==> config.mk <==
export PLATFORM = sky130hd
export DESIGN_NAME = sd_host
export DESIGN_NICKNAME = d
export VERILOG_FILES = /design/src/sd_host_pkg.sv /design/src/sd_crc7.sv /design/src/sd_crc16.sv /design/src/sd_cmd_path.sv /design/src/sd_dat_rx.sv /design/src/sd_host.sv
export VERILOG_INCLUDE_DIRS = /design/src
export SDC_FILE = /design/constraint.sdc
export NUM_CORES = 1
export LEC_CHECK = 0
export ABC_AREA = 1
export BUFFER_PORTS_ARGS = -buffer_cell sky130_fd_sc_hd__buf_4
export CORE_MARGIN = 3
export CORE_UTILIZATION = 63
export DETAILED_ROUTE_END_ITERATION = 10
export PLACE_DENSITY = 0.86
export SLEW_MARGIN = 15
export SYNTH_ARGS = -nofsm -noshare
export SYNTH_HDL_FRONTEND = slang
export SYNTH_HIERARCHICAL = 1
export SYNTH_SLANG_ARGS = --single-unit
==> constraint.sdc <==
create_clock -name clk_int -period 6 [get_ports clk_int]
set_input_delay 1.2 -clock clk_int [delete_from_list [all_inputs] [get_ports clk_int]]
set_output_delay 1.2 -clock clk_int [all_outputs]
set_load 0.02 [all_outputs]
==> src/sd_host_cfg.svh <==
`ifndef SD_HOST_CFG_SVH
`define SD_HOST_CFG_SVH

// ====================
// Command line framing
// ====================

// Command and response frame length
`define SD_CMD_BITS           48
// Start bit, transmission bit, index and argument
`define SD_CMD_PAYLOAD_BITS   40
`define SD_CRC7_BITS          7

// Idle cycles before the response start bit is looked for
`define SD_TURNAROUND         3

// ====================
// Data lines
// ====================

`define SD_DAT_LANES          4
// 512-bit block over four lanes
`define SD_BLOCK_NIBBLES      128
`define SD_CRC16_BITS         16
// CMD6 status block, nibble holding the access mode
`define SD_ACCESS_MODE_NIBBLE 33

`endif

==> src/sd_host_pkg.sv <==
`include "sd_host_cfg.svh"

package sd_host_pkg;

    // ====================
    // FSM states
    // ====================

    typedef enum logic [2:0] {
        cmd_idle,
        cmd_load,
        cmd_shift,
        cmd_crc,
        cmd_stop
    } cmd_state_e;

    typedef enum logic [1:0] {
        resp_idle,
        resp_wait_start,
        resp_shift,
        resp_check
    } resp_state_e;

    typedef enum logic [2:0] {
        dat_idle,
        dat_wait_start,
        dat_data,
        dat_crc,
        dat_end_check
    } dat_state_e;

    // Response kind expected after a command
    typedef enum logic {
        resp_none,
        resp_r48
    } resp_type_e;

    // ====================
    // Request and result records
    // ====================

    typedef struct packed {
        logic [5:0]  index;
        logic [31:0] argument;
        resp_type_e  resp_type;
        logic        dat_in;
    } sd_cmd_req_t;

    typedef struct packed {
        logic [`SD_CMD_BITS-1:0] data;
        logic                    crc_err;
    } sd_resp_t;

    typedef struct packed {
        logic                     crc_err;
        logic [`SD_DAT_LANES-1:0] access_mode;
    } sd_dat_status_t;

endpackage

==> src/sd_crc7.sv <==
`timescale 1ns/10ps
`include "sd_host_cfg.svh"

module sd_crc7 (
    input  logic                     clk_int,
    input  logic                     rst,
    input  logic                     clear,
    input  logic                     en,
    input  logic                     din,
    output logic [`SD_CRC7_BITS-1:0] crc
);

    // x^7 + x^3 + 1, the x^7 term is the feedback itself
    localparam logic [`SD_CRC7_BITS-1:0] POLY = 7'h09;

    logic fb;

    assign fb = din ^ crc[`SD_CRC7_BITS-1];

    // One bit per enabled cycle, MSB of the frame first
    always_ff @(posedge clk_int) begin
        if (rst) begin
            crc <= '0;
        end else if (clear) begin
            crc <= '0;
        end else if (en) begin
            crc <= {crc[`SD_CRC7_BITS-2:0], 1'b0} ^ ({`SD_CRC7_BITS{fb}} & POLY);
        end
    end

endmodule

==> src/sd_crc16.sv <==
`timescale 1ns/10ps
`include "sd_host_cfg.svh"

module sd_crc16 (
    input  logic                      clk_int,
    input  logic                      rst,
    input  logic                      clear,
    input  logic                      en,
    input  logic                      din,
    output logic [`SD_CRC16_BITS-1:0] crc
);

    // CCITT form, x^16 + x^12 + x^5 + 1
    localparam logic [`SD_CRC16_BITS-1:0] POLY = 16'h1021;

    logic fb;

    assign fb = din ^ crc[`SD_CRC16_BITS-1];

    // Serial update for a single DAT lane
    always_ff @(posedge clk_int) begin
        if (rst) begin
            crc <= '0;
        end else if (clear) begin
            crc <= '0;
        end else if (en) begin
            crc <= {crc[`SD_CRC16_BITS-2:0], 1'b0} ^ ({`SD_CRC16_BITS{fb}} & POLY);
        end
    end

endmodule

==> src/sd_cmd_path.sv <==
`timescale 1ns/10ps
`include "sd_host_cfg.svh"

module sd_cmd_path (
    input  logic                     clk_int,
    input  logic                     rst,
    input  logic                     cmd_start,
    input  sd_host_pkg::sd_cmd_req_t cmd_req,
    output logic                     busy,
    output logic                     cmd_done,
    output logic                     dat_arm,
    output logic                     resp_valid,
    output sd_host_pkg::sd_resp_t    resp,
    output logic                     sd_cmd_out,
    output logic                     sd_cmd_oe,
    input  logic                     sd_cmd_in
);

    localparam int CNT_W     = $clog2(`SD_CMD_BITS);
    localparam int TA_W      = $clog2(`SD_TURNAROUND + 1);
    localparam int CRC_IDX_W = $clog2(`SD_CRC7_BITS);
    localparam int TAIL_BITS = `SD_CMD_BITS - `SD_CMD_PAYLOAD_BITS;

    localparam logic [CNT_W-1:0] TX_LAST     = CNT_W'(`SD_CMD_PAYLOAD_BITS - 1);
    localparam logic [CNT_W-1:0] CRC_LAST    = CNT_W'(`SD_CRC7_BITS - 1);
    localparam logic [CNT_W-1:0] RX_LAST     = CNT_W'(`SD_CMD_BITS - 2);
    localparam logic [CNT_W-1:0] RX_CRC_STOP = CNT_W'(TAIL_BITS);
    localparam logic [TA_W-1:0]  TA_LOAD     = TA_W'(`SD_TURNAROUND);

    sd_host_pkg::cmd_state_e  cmd_state;
    sd_host_pkg::resp_state_e resp_state;
    sd_host_pkg::sd_cmd_req_t req_q;

    logic [`SD_CMD_BITS-1:0]  frame_sr;
    logic [CNT_W-1:0]         tx_cnt;
    logic [CNT_W-1:0]         rx_cnt;
    logic [TA_W-1:0]          ta_cnt;
    logic [`SD_CRC7_BITS-1:0] tx_crc;
    logic [`SD_CRC7_BITS-1:0] rx_crc;
    logic                     rx_start;
    logic                     rx_shift;
    logic                     rx_crc_en;

    assign busy = (cmd_state != sd_host_pkg::cmd_idle);

    // ====================
    // Command transmit
    // ====================

    always_ff @(posedge clk_int) begin
        if (cmd_state == sd_host_pkg::cmd_idle && cmd_start) begin
            req_q <= cmd_req;
        end
    end

    always_ff @(posedge clk_int) begin
        if (rst) begin
            cmd_state <= sd_host_pkg::cmd_idle;
            tx_cnt    <= '0;
            cmd_done  <= 1'b0;
            dat_arm   <= 1'b0;
        end else begin
            cmd_done <= 1'b0;
            dat_arm  <= 1'b0;
            case (cmd_state)
                sd_host_pkg::cmd_idle: begin
                    if (cmd_start) begin
                        cmd_state <= sd_host_pkg::cmd_load;
                    end
                end
                sd_host_pkg::cmd_load: begin
                    tx_cnt    <= TX_LAST;
                    cmd_state <= sd_host_pkg::cmd_shift;
                end
                sd_host_pkg::cmd_shift: begin
                    tx_cnt <= tx_cnt - 1'b1;
                    if (tx_cnt == '0) begin
                        tx_cnt    <= CRC_LAST;
                        cmd_state <= sd_host_pkg::cmd_crc;
                    end
                end
                sd_host_pkg::cmd_crc: begin
                    tx_cnt <= tx_cnt - 1'b1;
                    if (tx_cnt == '0) begin
                        cmd_state <= sd_host_pkg::cmd_stop;
                    end
                end
                sd_host_pkg::cmd_stop: begin
                    cmd_done  <= 1'b1;
                    dat_arm   <= req_q.dat_in;
                    cmd_state <= sd_host_pkg::cmd_idle;
                end
                default: cmd_state <= sd_host_pkg::cmd_idle;
            endcase
        end
    end

    // Payload bits first, then CRC7 MSB first, then the end bit
    always_comb begin
        case (cmd_state)
            sd_host_pkg::cmd_shift: sd_cmd_out = frame_sr[`SD_CMD_BITS-1];
            sd_host_pkg::cmd_crc:   sd_cmd_out = tx_crc[tx_cnt[CRC_IDX_W-1:0]];
            default:                sd_cmd_out = 1'b1;
        endcase
    end

    assign sd_cmd_oe = (cmd_state == sd_host_pkg::cmd_shift) ||
                       (cmd_state == sd_host_pkg::cmd_crc) ||
                       (cmd_state == sd_host_pkg::cmd_stop);

    sd_crc7 u_tx_crc (
        .clk_int (clk_int),
        .rst     (rst),
        .clear   (cmd_state == sd_host_pkg::cmd_load),
        .en      (cmd_state == sd_host_pkg::cmd_shift),
        .din     (frame_sr[`SD_CMD_BITS-1]),
        .crc     (tx_crc)
    );

    // ====================
    // Response receive
    // ====================

    assign rx_start  = (resp_state == sd_host_pkg::resp_wait_start) && (ta_cnt == '0) &&
                       !sd_cmd_in;
    assign rx_shift  = rx_start || (resp_state == sd_host_pkg::resp_shift);
    // Start bit through argument, bit positions 47 down to 8
    assign rx_crc_en = rx_start ||
                       ((resp_state == sd_host_pkg::resp_shift) && (rx_cnt >= RX_CRC_STOP));

    always_ff @(posedge clk_int) begin
        if (rst) begin
            resp_state <= sd_host_pkg::resp_idle;
            rx_cnt     <= '0;
            ta_cnt     <= '0;
        end else begin
            case (resp_state)
                sd_host_pkg::resp_idle: begin
                end
                sd_host_pkg::resp_wait_start: begin
                    if (ta_cnt != '0) begin
                        ta_cnt <= ta_cnt - 1'b1;
                    end else if (rx_start) begin
                        rx_cnt     <= RX_LAST;
                        resp_state <= sd_host_pkg::resp_shift;
                    end
                end
                sd_host_pkg::resp_shift: begin
                    rx_cnt <= rx_cnt - 1'b1;
                    if (rx_cnt == '0) begin
                        resp_state <= sd_host_pkg::resp_check;
                    end
                end
                sd_host_pkg::resp_check: resp_state <= sd_host_pkg::resp_idle;
            endcase
            // A new command takes the shift register back
            if (cmd_state == sd_host_pkg::cmd_load) begin
                resp_state <= sd_host_pkg::resp_idle;
            end else if (cmd_state == sd_host_pkg::cmd_stop &&
                         req_q.resp_type == sd_host_pkg::resp_r48) begin
                ta_cnt     <= TA_LOAD;
                resp_state <= sd_host_pkg::resp_wait_start;
            end
        end
    end

    sd_crc7 u_rx_crc (
        .clk_int (clk_int),
        .rst     (rst),
        .clear   (resp_state == sd_host_pkg::resp_idle),
        .en      (rx_crc_en),
        .din     (sd_cmd_in),
        .crc     (rx_crc)
    );

    // Shared by the outgoing frame and the incoming response
    always_ff @(posedge clk_int) begin
        if (cmd_state == sd_host_pkg::cmd_load) begin
            frame_sr <= {1'b0, 1'b1, req_q.index, req_q.argument, {TAIL_BITS{1'b1}}};
        end else if (cmd_state == sd_host_pkg::cmd_shift) begin
            frame_sr <= {frame_sr[`SD_CMD_BITS-2:0], 1'b1};
        end else if (rx_shift) begin
            frame_sr <= {frame_sr[`SD_CMD_BITS-2:0], sd_cmd_in};
        end
    end

    assign resp_valid = (resp_state == sd_host_pkg::resp_check);

    always_comb begin
        resp.data    = frame_sr;
        resp.crc_err = (rx_crc != frame_sr[`SD_CRC7_BITS:1]) || !frame_sr[0];
    end

    a_start_not_busy: assert property (@(posedge clk_int) disable iff (rst)
        busy |-> !cmd_start);

    a_no_rx_while_driving: assert property (@(posedge clk_int) disable iff (rst)
        !(sd_cmd_oe && resp_state == sd_host_pkg::resp_shift));

endmodule

==> src/sd_dat_rx.sv <==
`timescale 1ns/10ps
`include "sd_host_cfg.svh"

module sd_dat_rx (
    input  logic                        clk_int,
    input  logic                        rst,
    input  logic                        dat_arm,
    input  logic [`SD_DAT_LANES-1:0]    sd_dat_in,
    output logic                        dat_valid,
    output sd_host_pkg::sd_dat_status_t dat_status,
    output logic                        dat0_idle
);

    localparam int NIB_W = $clog2(`SD_BLOCK_NIBBLES);
    localparam int CRC_W = $clog2(`SD_CRC16_BITS);

    localparam logic [NIB_W-1:0] NIB_LAST   = NIB_W'(`SD_BLOCK_NIBBLES - 1);
    // Counter runs down, so nibble 33 sits at count 94
    localparam logic [NIB_W-1:0] ACCESS_CNT =
        NIB_W'(`SD_BLOCK_NIBBLES - 1 - `SD_ACCESS_MODE_NIBBLE);
    localparam logic [CRC_W-1:0] CRC_LAST   = CRC_W'(`SD_CRC16_BITS - 1);

    sd_host_pkg::dat_state_e dat_state;

    logic [`SD_DAT_LANES-1:0]  dat_q;
    logic [NIB_W-1:0]          nib_cnt;
    logic [CRC_W-1:0]          crc_cnt;
    logic                      crc_err_q;
    logic [`SD_DAT_LANES-1:0]  access_q;
    logic [`SD_DAT_LANES-1:0]  lane_bit;
    logic [`SD_CRC16_BITS-1:0] lane_crc [`SD_DAT_LANES];

    // Input register, lines idle high
    always_ff @(posedge clk_int) begin
        if (rst) begin
            dat_q <= '1;
        end else begin
            dat_q <= sd_dat_in;
        end
    end

    assign dat0_idle = dat_q[0];

    // ====================
    // Per-lane CRC16
    // ====================

    for (genvar i = 0; i < `SD_DAT_LANES; i++) begin : g_lane
        sd_crc16 u_crc (
            .clk_int (clk_int),
            .rst     (rst),
            .clear   (dat_state == sd_host_pkg::dat_wait_start),
            .en      (dat_state == sd_host_pkg::dat_data),
            .din     (dat_q[i]),
            .crc     (lane_crc[i])
        );
        // Expected CRC bit for the nibble now in dat_q
        assign lane_bit[i] = lane_crc[i][crc_cnt];
    end

    // ====================
    // Block FSM
    // ====================

    always_ff @(posedge clk_int) begin
        if (rst) begin
            dat_state <= sd_host_pkg::dat_idle;
            nib_cnt   <= '0;
            crc_cnt   <= '0;
            crc_err_q <= 1'b0;
        end else begin
            case (dat_state)
                sd_host_pkg::dat_idle: begin
                    if (dat_arm) begin
                        dat_state <= sd_host_pkg::dat_wait_start;
                    end
                end
                sd_host_pkg::dat_wait_start: begin
                    crc_err_q <= 1'b0;
                    nib_cnt   <= NIB_LAST;
                    // All four lanes must start together
                    if (dat_q == '0) begin
                        dat_state <= sd_host_pkg::dat_data;
                    end
                end
                sd_host_pkg::dat_data: begin
                    nib_cnt <= nib_cnt - 1'b1;
                    if (nib_cnt == '0) begin
                        crc_cnt   <= CRC_LAST;
                        dat_state <= sd_host_pkg::dat_crc;
                    end
                end
                sd_host_pkg::dat_crc: begin
                    if (lane_bit != dat_q) begin
                        crc_err_q <= 1'b1;
                    end
                    crc_cnt <= crc_cnt - 1'b1;
                    if (crc_cnt == '0) begin
                        dat_state <= sd_host_pkg::dat_end_check;
                    end
                end
                sd_host_pkg::dat_end_check: dat_state <= sd_host_pkg::dat_idle;
                default: dat_state <= sd_host_pkg::dat_idle;
            endcase
        end
    end

    always_ff @(posedge clk_int) begin
        if (dat_state == sd_host_pkg::dat_data && nib_cnt == ACCESS_CNT) begin
            access_q <= dat_q;
        end
    end

    // End nibble is in dat_q during end_check
    assign dat_valid = (dat_state == sd_host_pkg::dat_end_check);

    always_comb begin
        dat_status.crc_err     = crc_err_q || (dat_q != '1);
        dat_status.access_mode = access_q;
    end

    a_valid_after_crc: assert property (@(posedge clk_int) disable iff (rst)
        dat_valid |-> ($past(dat_state) == sd_host_pkg::dat_crc) && ($past(crc_cnt) == '0));

endmodule

==> src/sd_host.sv <==
`timescale 1ns/10ps
`include "sd_host_cfg.svh"

module sd_host (
    input  logic                        clk_int,
    input  logic                        rst,
    input  logic                        cmd_start,
    input  sd_host_pkg::sd_cmd_req_t    cmd_req,
    output logic                        busy,
    output logic                        cmd_done,
    output logic                        resp_valid,
    output sd_host_pkg::sd_resp_t       resp,
    output logic                        dat_valid,
    output sd_host_pkg::sd_dat_status_t dat_status,
    output logic                        dat0_idle,
    output logic                        sd_cmd_out,
    output logic                        sd_cmd_oe,
    input  logic                        sd_cmd_in,
    input  logic [`SD_DAT_LANES-1:0]    sd_dat_in
);

    // Command end to block receiver
    logic dat_arm;

    sd_cmd_path u_cmd_path (
        .clk_int    (clk_int),
        .rst        (rst),
        .cmd_start  (cmd_start),
        .cmd_req    (cmd_req),
        .busy       (busy),
        .cmd_done   (cmd_done),
        .dat_arm    (dat_arm),
        .resp_valid (resp_valid),
        .resp       (resp),
        .sd_cmd_out (sd_cmd_out),
        .sd_cmd_oe  (sd_cmd_oe),
        .sd_cmd_in  (sd_cmd_in)
    );

    sd_dat_rx u_dat_rx (
        .clk_int    (clk_int),
        .rst        (rst),
        .dat_arm    (dat_arm),
        .sd_dat_in  (sd_dat_in),
        .dat_valid  (dat_valid),
        .dat_status (dat_status),
        .dat0_idle  (dat0_idle)
    );

endmodule

Word-level counts from Yosys, hierarchy flattened
Index checks and enable logic that the tools add are counted.
Widths: inputs -> output; s select.
{"block": "totals", "reg_bits": 210, "word_cells": 167, "out_inout_bits": 61, "in_bits": 48}
{"block": "classes", "add_sub_neg": 5, "reduce_logical": 47, "bitwise": 13, "order_cmp": 3, "n_mux": 43, "n_eq_ne": 29}
{"cell": "$mux 48", "count": 2}
{"cell": "$xor 16x13->16", "count": 4}
{"cell": "$mux 46", "count": 1}
{"cell": "$pmux 3 s4", "count": 2}
{"cell": "$mux 3", "count": 7}
{"cell": "$mux 6", "count": 3}
{"cell": "$pmux 6 s3", "count": 1}
{"cell": "$bmux 1 s4", "count": 4}
{"cell": "$mux 2", "count": 7}
{"cell": "$ne 2x1->1 const B", "count": 7}
{"cell": "$pmux 7 s2", "count": 1}
{"cell": "$xor 7x4->7", "count": 2}
{"cell": "$eq 3x2->1 const B", "count": 4}
{"cell": "$logic_not 6->1", "count": 2}
{"cell": "$pmux 6 s2", "count": 1}
{"cell": "$reduce_and 4->1", "count": 3}
{"cell": "$reduce_bool 2->1", "count": 6}
{"cell": "$reduce_bool 3->1", "count": 4}
{"cell": "$sub 6x1->6 const B", "count": 2}
{"cell": "$reduce_or 2->1", "count": 5}
{"cell": "$logic_not 4->1", "count": 2}
{"cell": "$mux 1", "count": 8}
{"cell": "$ne 2x2->1 const B", "count": 4}
{"cell": "$pmux 4 s2", "count": 1}
{"cell": "other kinds (32)", "count": 57}

Depth between registers and ports, before layout
Gate-level depths: netlist (run 1).
{"block": "logic_depth", "word_depth": 7, "ltp_mapped": 15, "ltp_nobuf": 14}

By module
Netlist (run 1), hierarchy kept.
{"mod": "sd_cmd_path", "seq_area_each_um2": 2962.8, "cells_each": 445, "n_inst": 1, "area_each_um2": 4523.1}
{"mod": "sd_crc16", "seq_area_each_um2": 320.3, "cells_each": 82, "n_inst": 4, "area_each_um2": 685.7}
{"mod": "sd_dat_rx", "seq_area_each_um2": 500.5, "cells_each": 334, "n_inst": 1, "area_each_um2": 1939.4}
{"mod": "sd_crc7", "seq_area_each_um2": 140.1, "cells_each": 41, "n_inst": 2, "area_each_um2": 302.8}

Worst setup path before layout (run 1)
No wires, ideal clock.
{"block": "synth_path", "kind": "input port to flip-flop", "from": "input port cmd_start", "to": "register u_cmd_path/req_q[0] in the netlist's numbering, enable pin", "stages": 2, "t_arrival_ns": 2.927, "required_ns": 5.562, "setup_ns": 0.438, "setup_slack_ns": 2.635, "path_buffers": 0, "cell_sequence": "inv_1 -> nor2_1"}
{"block": "synth_between", "elab_chain_cells": 1}
{"element": "start, declared", "line_no": "sd_host.sv:7", "text": "input logic cmd_start,"}
{"element": "$logic_and 1x1->1", "line_no": "sd_cmd_path.sv:51", "text": "if (cmd_state == sd_host_pkg::cmd_idle && cmd_start) begin"}
{"element": "end signal, assigned", "line_no": "sd_cmd_path.sv:52", "text": "req_q <= cmd_req;"}
{"element": "end, declared", "line_no": "sd_cmd_path.sv:32", "text": "sd_host_pkg::sd_cmd_req_t req_q;"}
No other way between the ends.
A chain may end at the register's enable or synchronous reset.

Worst setup path in the final report (run 1)
{"block": "layout_path", "from": "register u_cmd_path.cmd_state[0]", "to": "output port sd_cmd_out"}
{"block": "layout_between", "elab_chain_cells": 2, "elab_cells_between_ends": 3, "classes_between": "eq/ne: 2; mux: 1"}
{"element": "start, declared", "line_no": "sd_cmd_path.sv:30", "text": "sd_host_pkg::cmd_state_e cmd_state;"}
{"element": "start signal, assigned", "line_no": "sd_cmd_path.sv:58", "text": "cmd_state <= sd_host_pkg::cmd_idle;"}
{"element": "start signal, assigned", "line_no": "sd_cmd_path.sv:68", "text": "cmd_state <= sd_host_pkg::cmd_load;"}
{"element": "start signal, assigned", "line_no": "sd_cmd_path.sv:73", "text": "cmd_state <= sd_host_pkg::cmd_shift;"}
{"element": "$eq 3x2->1", "line_no": "sd_cmd_path.sv:100", "text": "case (cmd_state)"}
{"element": "$pmux 1 s2 (*)", "line_no": "sd_cmd_path.sv:100"}
{"element": "end, declared", "line_no": "sd_host.sv:16", "text": "output logic sd_cmd_out,"}
Mark *: on every way between the ends. The rest lies on a longest branch, timed or not.

==> impl_summary.md, run 1 <==
Synth
The count of flip-flops with a built-in enable after synthesis is 82. After synthesis, the cell types taking the most area are dfxtp_1 26%, edfxtp_1 25%, nand2_1 14%. Counting flops and latches in the post-synthesis netlist gives 210.

The number of warning messages in the yosys log is 6. The portion of the post-synthesis area used by sequential elements is 51.2%. The mean instance size in the synthesized netlist is 8.25 um2.

The cell count after synthesis came out at roughly 1,200. The share of flip-flops with an asynchronous set or reset after synthesis is 0%. In this run, distinct cell masters in the synthesized netlist total 44.

Counting every net in the synthesized netlist gives 1,243. The most frequently used flop master after synthesis is dfxtp_1. The most area-hungry cell type in the Yosys netlist is dfxtp_1.

After synthesis, the largest area contributor takes up 26.1% of total cell area. The synthesized netlist occupies a cell area of roughly 0.0098 mm2.

Final layout
The area of all placed cells without fillers is 0.0112 mm2. In the layout the commonest cells are 355 x nand2_1, 144 x inv_1, 128 x dfxtp_1, 113 x buf_4, 103 x nand3_1. The number of filler instances in the final layout is roughly 1,100. The utilization of the core after routing is 75.6%. The footprint of the multi-input gates is 0.00375 mm2. The layout cell share with drive strength beyond 1 is between 10% and 20%.

The net count of the finished layout is 1,331. The area taken by flip-flops and latches is 0.00502 mm2. The most common cell after layout, fill and taps aside is nand2_1.

The number of antenna diodes in the final layout is 0. The count of cells in the finished layout, fillers not included, comes to around 1,500. From synthesis to final layout, the design area changed by 14.5%.

Placed design
The worst setup timing slack at the placement stage is 2960 ps. The total instance count after detailed placement is 1,436. Routability-driven placement finished with a final weighted congestion of around 0.87. The placement-stage cell area is 0.0105 mm2.

The number of buffers added on ports is 108. After legalization and detailed placement, the total HPWL measured between 10,000 and 15,000 um.

STA
Hold is met by 477 ps. Setup violations remaining at the end of the flow were counted as 0. Measured against its own limit, the worst slew margin works out to 20.9%. Setup repair after global routing left no endpoint under its margin. The number of max-slew violations in the final report is 0. The total negative setup slack is 0 ps. The final hold violation count is 0.

The final critical-path required period is between 2000 and 3000 ps. Dividing the final minimum period by the clock period gives between 40% and 50%. The worst setup slack after layout is 3050 ps. Between clock sinks in the finished design, the worst skew comes to 16.1 ps. The maximum operating frequency is 0.339 GHz. The slew at the pin closest to its max-slew limit is ~1200 ps.

Floorplanning
In this run the horizontal extent of the chip is 131 um. The die is 131 um tall. 109 I/O pins were placed. The overall die area is roughly 0.017 mm2.

The starting utilization of the core area is between 60% and 70%. The floorplan has 44 rows. The core region is 0.0149 mm2.

Route
The detail route stage leaves a number of antenna-violating nets equal to 0. Using the TritonRoute via totals, the vias-per-cell ratio works out to 5.52. The initial DRC count is 646. After detailed routing, the total wire length is 21,900 um. After detailed routing, the average wire length per cell comes to 14.8 um. The number of design rule violations left after detail routing is 0. The first detailed-routing pass ran for 5 iterations. The total via count after detailed routing is between 8,000 and 9,000.

Global routing
Entering global routing, the biggest net connects 74 pins. The number of global-route vias before repair is 7,613. The first-pass GRT wire length is 35,900 um. For this run the aggregate overflow at the end of global routing stands at 0. The global router's overall resource usage is 25.7%. The initial antenna violation count is 0.

Clock tree
CTS saw 210 sinks. The CTS tree is yes. The number of buffers created by CTS is 23.

Buffers added to address setup during post-CTS repair amount to 0. Clock-pin slew was measured on the worst setup and hold paths at around 60 ps. The post-CTS resize count is 0.

CTS built an H-tree with a depth of 1. The largest buffer count on any clock path is 3. The later-pin clock latency in the skew report is 510 ps. The number of hold-repair buffers added at the cts stage is 0. The CTS root buffer is clkbuf_16.

Setup path
The logic depth of the worst path, buffers included is 6. The type of destination of the critical path is an output pin. The maximum fanout count along the critical path is 4. The critical path contains buffers and inverters numbering 2 combined. The critical path in this run is classified as reg -> out. The data arrival time of the worst path is roughly 1800 ps. Counting stages on the worst path, the most repeated cell is nand2_1.

The endpoint required time on the critical path is 4800 ps. The category of the worst setup path launch point is a flip-flop. Grouping stages by cell kind, the critical path spends the most delay in simple AND/OR/NAND/NOR gates.

The largest stage delay on the critical path is roughly 330 ps. The cell with the largest stage delay on the worst path is dfxtp_1. The critical path goes through nor2_1, nand2_1, or2_2, nand2_1, inv_1, buf_4. The depth of the most critical reg-to-reg path is 8.

Run status
The flow ran to the end, and the final reports show no timing, DRC or antenna violations.

Power
Overall power consumption after layout is estimated at 5.02 mW. The design internal power is 3.21 mW. The highest ir drop seen on vdd is 0.387 mV. The net switching power figure is 1.81 mW. The portion of total power attributed to combinational logic is 31.1%. Per report_power, the clock group accounts for a little over a quarter of the total.

The analysis attributes to cell leakage a power of 4.57 nW. The power density relative to cell area is 447 mW/mm2. Of the total power, the share spent switching nets is 36.1%. The share of power burned in registers is roughly two fifths.

Worst hold path
The worst min-delay path category is reg -> reg. Counting instances, the worst hold path has a depth of 2.

Job
Across the run, the number of max-cap violations was 0.
-- Yosys cell counts (9+ instances only) --
cell / count
nor2_1: 41
buf_2: 12
buf_6: 24
nor2_2: 9
o211ai_1: 10
inv_2: 15
nor3_1: 10
o21ai_1: 46
a21oi_1: 43
inv_1: 144
dfxtp_1: 128
nand3_1: 103
edfxtp_1: 82
nand2_1: 355
a211oi_1: 11
a21oi_2: 41
o21ai_0: 26
-- logic make-up after synthesis --
| logic type | share of synthesized area, % |
|---|---|
| AND/OR/NAND/NOR | 24.8 |
| flip-flops | 51.2 |
| buffers and inverters | 10.7 |
| adder cells (fa/ha/maj) | 0.765 |
| AO/OA/AOI/OAI | 11.9 |
| XOR/XNOR | 0.536 |
-- registers in the layout (all words and copies together) (netlist names) --
signal,count
u_cmd_path/cmd_done,1
u_cmd_path/cmd_state,3
u_cmd_path/dat_arm,1
u_cmd_path/frame_sr,48
u_cmd_path/req_q,40
u_cmd_path/resp_state,2
u_cmd_path/rx_cnt,6
u_cmd_path/ta_cnt,2
u_cmd_path/tx_cnt,6
u_cmd_path/u_rx_crc/crc,7
u_cmd_path/u_tx_crc/crc,7
u_dat_rx/access_q,4
u_dat_rx/crc_cnt,4
u_dat_rx/crc_err_q,1
u_dat_rx/dat_q,4
u_dat_rx/dat_state,3
u_dat_rx/g_lane.u_crc/crc,64
u_dat_rx/nib_cnt,7
-- final cells by class --
class,count,area share [%]
timing repair buffer,113,7.55
clock buffer,31,5.67
multi-input combinational,764,33.4
sequential,210,44.7
inverter,165,5.83
clock inverter,11,0.780
tap,184,2.05
-- power by group through the flow --
stage          Sequential (mW)  Clock [mW]  Combinational, mW
2_1_floorplan             2.28           0              0.874
3_3_place_gp              2.12           0               1.50
3_5_place_dp              2.13           0               1.55
4_1_cts                   2.11        1.37               1.56
5_1_grt                   2.15        1.44               1.71
6_report                  2.11        1.35               1.56
-- path summary, 6_finish.rpt --
path	start	endpoint	slack (ps)
setup reg to reg	u_cmd_path/resp_state[1]	u_cmd_path/u_rx_crc/crc[0]	3590
hold reg to reg	u_dat_rx/g_lane[1].u_crc/crc[12]	u_dat_rx/g_lane[1].u_crc/crc[13]	480
setup / recovery	u_cmd_path/cmd_state[0]	sd_cmd_out	3050
hold / removal	u_dat_rx/g_lane[1].u_crc/crc[12]	u_dat_rx/g_lane[1].u_crc/crc[13]	480
-- worst min-delay path, cell delays in order, from the launching register on --
cell and delay [ps]:
dfxtp_1 310, inv_1 60, a21oi_1 60
-- metal layers --
metal | routed length, um | GRT usage [%] | up-vias
li1 | - | - | 4036
met1 | 9250 | 34.7 | 3801
met2 | 10800 | 42.8 | 282
met3 | 1310 | 3.94 | 38
met4 | 527 | 8.71 | 0
met5 | 0 | 0 | -
Power figures use the tool's default switching activity.
==> run 2: changes to the inputs <==
ABC_AREA = 0   (was 1)
CORE_UTILIZATION = 58   (was 63)
PLACE_DENSITY = 0.8   (was 0.86)
clock period = 2.9 ns   (was 6 ns; I/O delays follow)
==> impl_summary.md, run 2 <==
Final layout
The net count of the finished layout is 947. The number of flip-flops under the largest register name is 64. In the final layout, the registers with the most flip-flops are u_dat_rx/g_lane.u_crc/crc x64, u_cmd_path/frame_sr x48, u_cmd_path/req_q x40.

The area growth from synthesis to layout is 17.7%. The utilization of the core after routing is between 70 and 80%. The library cell used most frequently in the layout, excluding fill and tap cells, is dfxtp_1. The area of all placed cells without fillers is roughly 0.011 mm2. In the final layout, the share of cells above drive strength 1 is 21.5%.

u_dat_rx/g_lane.u_crc/crc holds more flip-flops than any other register. In the layout the commonest cells are 128 x dfxtp_1, 121 x buf_4, 104 x nor2_1, 83 x mux2i_1, 82 x edfxtp_1. The count of inserted antenna diode cells is 0.

Route
The number of design rule violations left after detail routing is 0. The number of nets with antenna violations after routing is 0. The final route contains 6,560 vias. Using the TritonRoute via totals, the vias-per-cell ratio works out to between 5 and 6. The initial DRC count is ~430.

The number of iterations in the first detailed-routing pass is 5. The average wire per standard cell is ~18 um. The routed wire length is 20,000 um.

Placed design
Summed over all nets, the half-perimeter wirelength after detailed placement is between 10,000 and 15,000 um. The final RePlAce weighted congestion is 0.892. The count of buffers added on input and output ports is about 110. The placement-stage cell area is roughly 0.01 mm2.

Power
Summed over all cells, the static leakage comes to 3.84 nW. The highest ir drop seen on vdd is about 0.57 mV. For this design the ratio of total power to cell area is ~730 mW/mm2.

STA
The slew at the pin closest to its max-slew limit is 650 ps. The headroom to the max-slew limit is between 50% and 60%. Setup violations remaining at the end of the flow were counted as 0. Subtracting the final worst setup slack from the clock period gives between 2000 and 3000 ps. The number of max-slew violations in the final report is 0.

After routing, the total negative slack on setup checks comes to 0 ps. The post-route clock period utilization is between 80% and 90%. The clock arrives with roughly 9.8 ps of skew. Setup repair after global routing left no endpoint under its margin. For this run, the top clock speed supported by timing is 0.398 GHz. The final hold violation count is 0.

Clock tree
The CTS tree is yes. The clock transition at the registers of the reported paths is 60 ps. The sink count of the clock tree is 210. The number of hold-repair buffers added at the cts stage is 0. The CTS root buffer is clkbuf_16. In this run the deepest clock path goes through 3 buffers. Buffers added to address setup during post-CTS repair amount to 0. Buffers inserted during clock tree synthesis total 22. The clock reaches the later pin of the worst-skew pair after 500 ps. Gates resized during post-CTS repair numbered 0. In this run the number of H-tree levels came out at 1.

Setup path
The maximum fanout count along the critical path is 9. The data arrival time of the worst path is 1930 ps. The endpoint required time on the critical path is between 2000 and 2500 ps. For this run, the slowest stage of the critical path takes roughly 570 ps.

The type of the setup path with the least slack is reg -> out. Traced cell by cell, the critical path runs through inv_1, or4_1, buf_4. The worst register-to-register path has a depth of 7. The number of buffers and inverters on the critical path is 2.

The slowest stage of the critical path belongs to the cell dfxtp_1. The worst setup path is launched from a flip-flop. The type of destination of the critical path is an output pin.

The family of cells with the greatest summed delay on the critical path is flip-flops. The destination of the worst register-to-register timing path is u_dat_rx/crc_err_q. In this run the critical register-to-register path is launched from u_dat_rx/crc_cnt[0]. Setup slack on the worst reg-to-reg path comes out at 720 ps.

Synth
By count the netlist is led by 128 x dfxtp_1, 105 x nor2_1, 83 x mux2i_1. The most frequently used flop master after synthesis is dfxtp_1. After synthesis the netlist holds a flip-flop and latch count of 210.

By instance count, the leading cell after synthesis is dfxtp_1. The number of distinct library cells after synthesis is 71. Yosys mapped a number of flops with a built-in enable equal to 82.

The share of flip-flops with an asynchronous set or reset after synthesis is 0%. By area the synthesized netlist is led by dfxtp_1 28%, edfxtp_1 27%, mux2i_1 9.1%. The most area-hungry cell type in the Yosys netlist is dfxtp_1.

The area share of the largest cell type after synthesis is 28.0%. The number of nets in the synthesized netlist is roughly 850. The portion of the post-synthesis area used by sequential elements is between 50% and 60%.

The post-synthesis instance total is about 790. The netlist area before placement is 0.00914 mm2. After synthesis, the mean cell area works out to 11.5 um2. For this run, the number of Yosys warnings is 6.

Floorplanning
The starting utilization of the core area is 59.7%. The overall die area is 0.0173 mm2. The floorplan die width is 132 um. The placeable core region is between 0.015 and 0.02 mm2.

The site row count is 45. The floorplan step set the die height to 132 um. Pin placement for this block handled between 100 and 150 I/O pins.

Global routing
The overflow left after global routing is 0. The number of global-route vias before repair was 6,535. The initial antenna violation count is 0. Entering global routing, the biggest net connects 52 pins. The first global-routing pass estimated 32,600 um of wire. The global router's overall resource usage is 22.4%.

Worst hold path
The worst min-delay path category is in -> reg. The path with the worst hold slack has its endpoint at u_cmd_path/req_q[24]. The start point of the worst min-delay path is cmd_req[24]. Along the worst hold path, the cell count comes to 1.

Job
The count of maximum capacitance violations is 0.

Run status
The flow ran to the end, and the final reports show no timing, DRC or antenna violations.
## run 2: worst register-to-register path: cells and delay by family (launching register included)
family	cells	cell delay, ps
AND/OR/NAND/NOR	2	320
flip-flops	1	560
buffers and inverters	1	300
AO/OA/AOI/OAI	3	610
multiplexers	1	280
## run 2: metrics by stage
stage | hold slack, ps | power (mW) | worst slack [ps] | instances
floorplan | 420 | 4.49 | 481 | 793
global placement | 472 | 4.95 | 713 | 1080
detailed placement | 483 | 4.99 | 672 | 1080
CTS | 246 | 7.90 | 386 | 1120
global route | 248 | 8.13 | 287 | 1120
finish | 262 | 7.84 | 389 | 1120
## run 2: kinds of logic (layout without fill, tap and decap cells)
group / Yosys count / count (layout) / synth area share (%)
muxes: 92 / 92 / 11.1
DFF: 210 / 210 / 55.0
adders and majority gates: 6 / 6 / 0.821
xor gates and xnor gates: 26 / 26 / 2.49
AOI/OAI and AO/OA: 135 / 135 / 11.3
buffers and inverters: 68 / 184 / 4.71
and+or+nand+nor: 256 / 256 / 14.7
## run 2: per-layer routing
| layer | vias up | part of all wire, % | GRT usage (%) |
|---|---|---|---|
| met1 | 3174 | 41 | 28.2 |
| met4 | 0 | 2.3 | 6.30 |
| li1 | 3141 | - | - |
| met3 | 39 | 6.1 | 4.67 |
| met2 | 206 | 51 | 39.1 |
| met5 | - | 0 | 0 |
## run 2: worst max path at each step
stage	from	slack [ps]	depth (start not counted)	endpoint
6_report	u_dat_rx/dat_q[0]	390	3	dat_status[4]
3_5_place_dp	sd_cmd_in	670	6	u_cmd_path/frame_sr[30]
3_3_place_gp	sd_cmd_in	710	6	u_cmd_path/frame_sr[30]
4_1_cts	u_dat_rx/dat_q[0]	390	3	dat_status[4]
2_1_floorplan	u_cmd_path/cmd_state[0]	480	4	u_cmd_path/req_q[0]
5_1_grt	u_dat_rx/dat_q[0]	290	3	dat_status[4]
## run 2: power breakdown
group          internal (mW)  switching (mW)  total [mW]  leakage [nW]
registers               3.45           0.216        3.66          1.82
logic                  0.513           0.777        1.29          1.65
clock network           1.77            1.12        2.89         0.371
## run 2: layout make-up
class                           instances  area [um2]
Fill cell                            1092        4560
Multi-Input combinational cell        515        3700
Clock inverter                         13         151
Clock buffer                           27         611
Timing Repair Buffer                  122         928
Tap cell                              211         264
Sequential cell                       210        5020
Inverter                               22        83.8
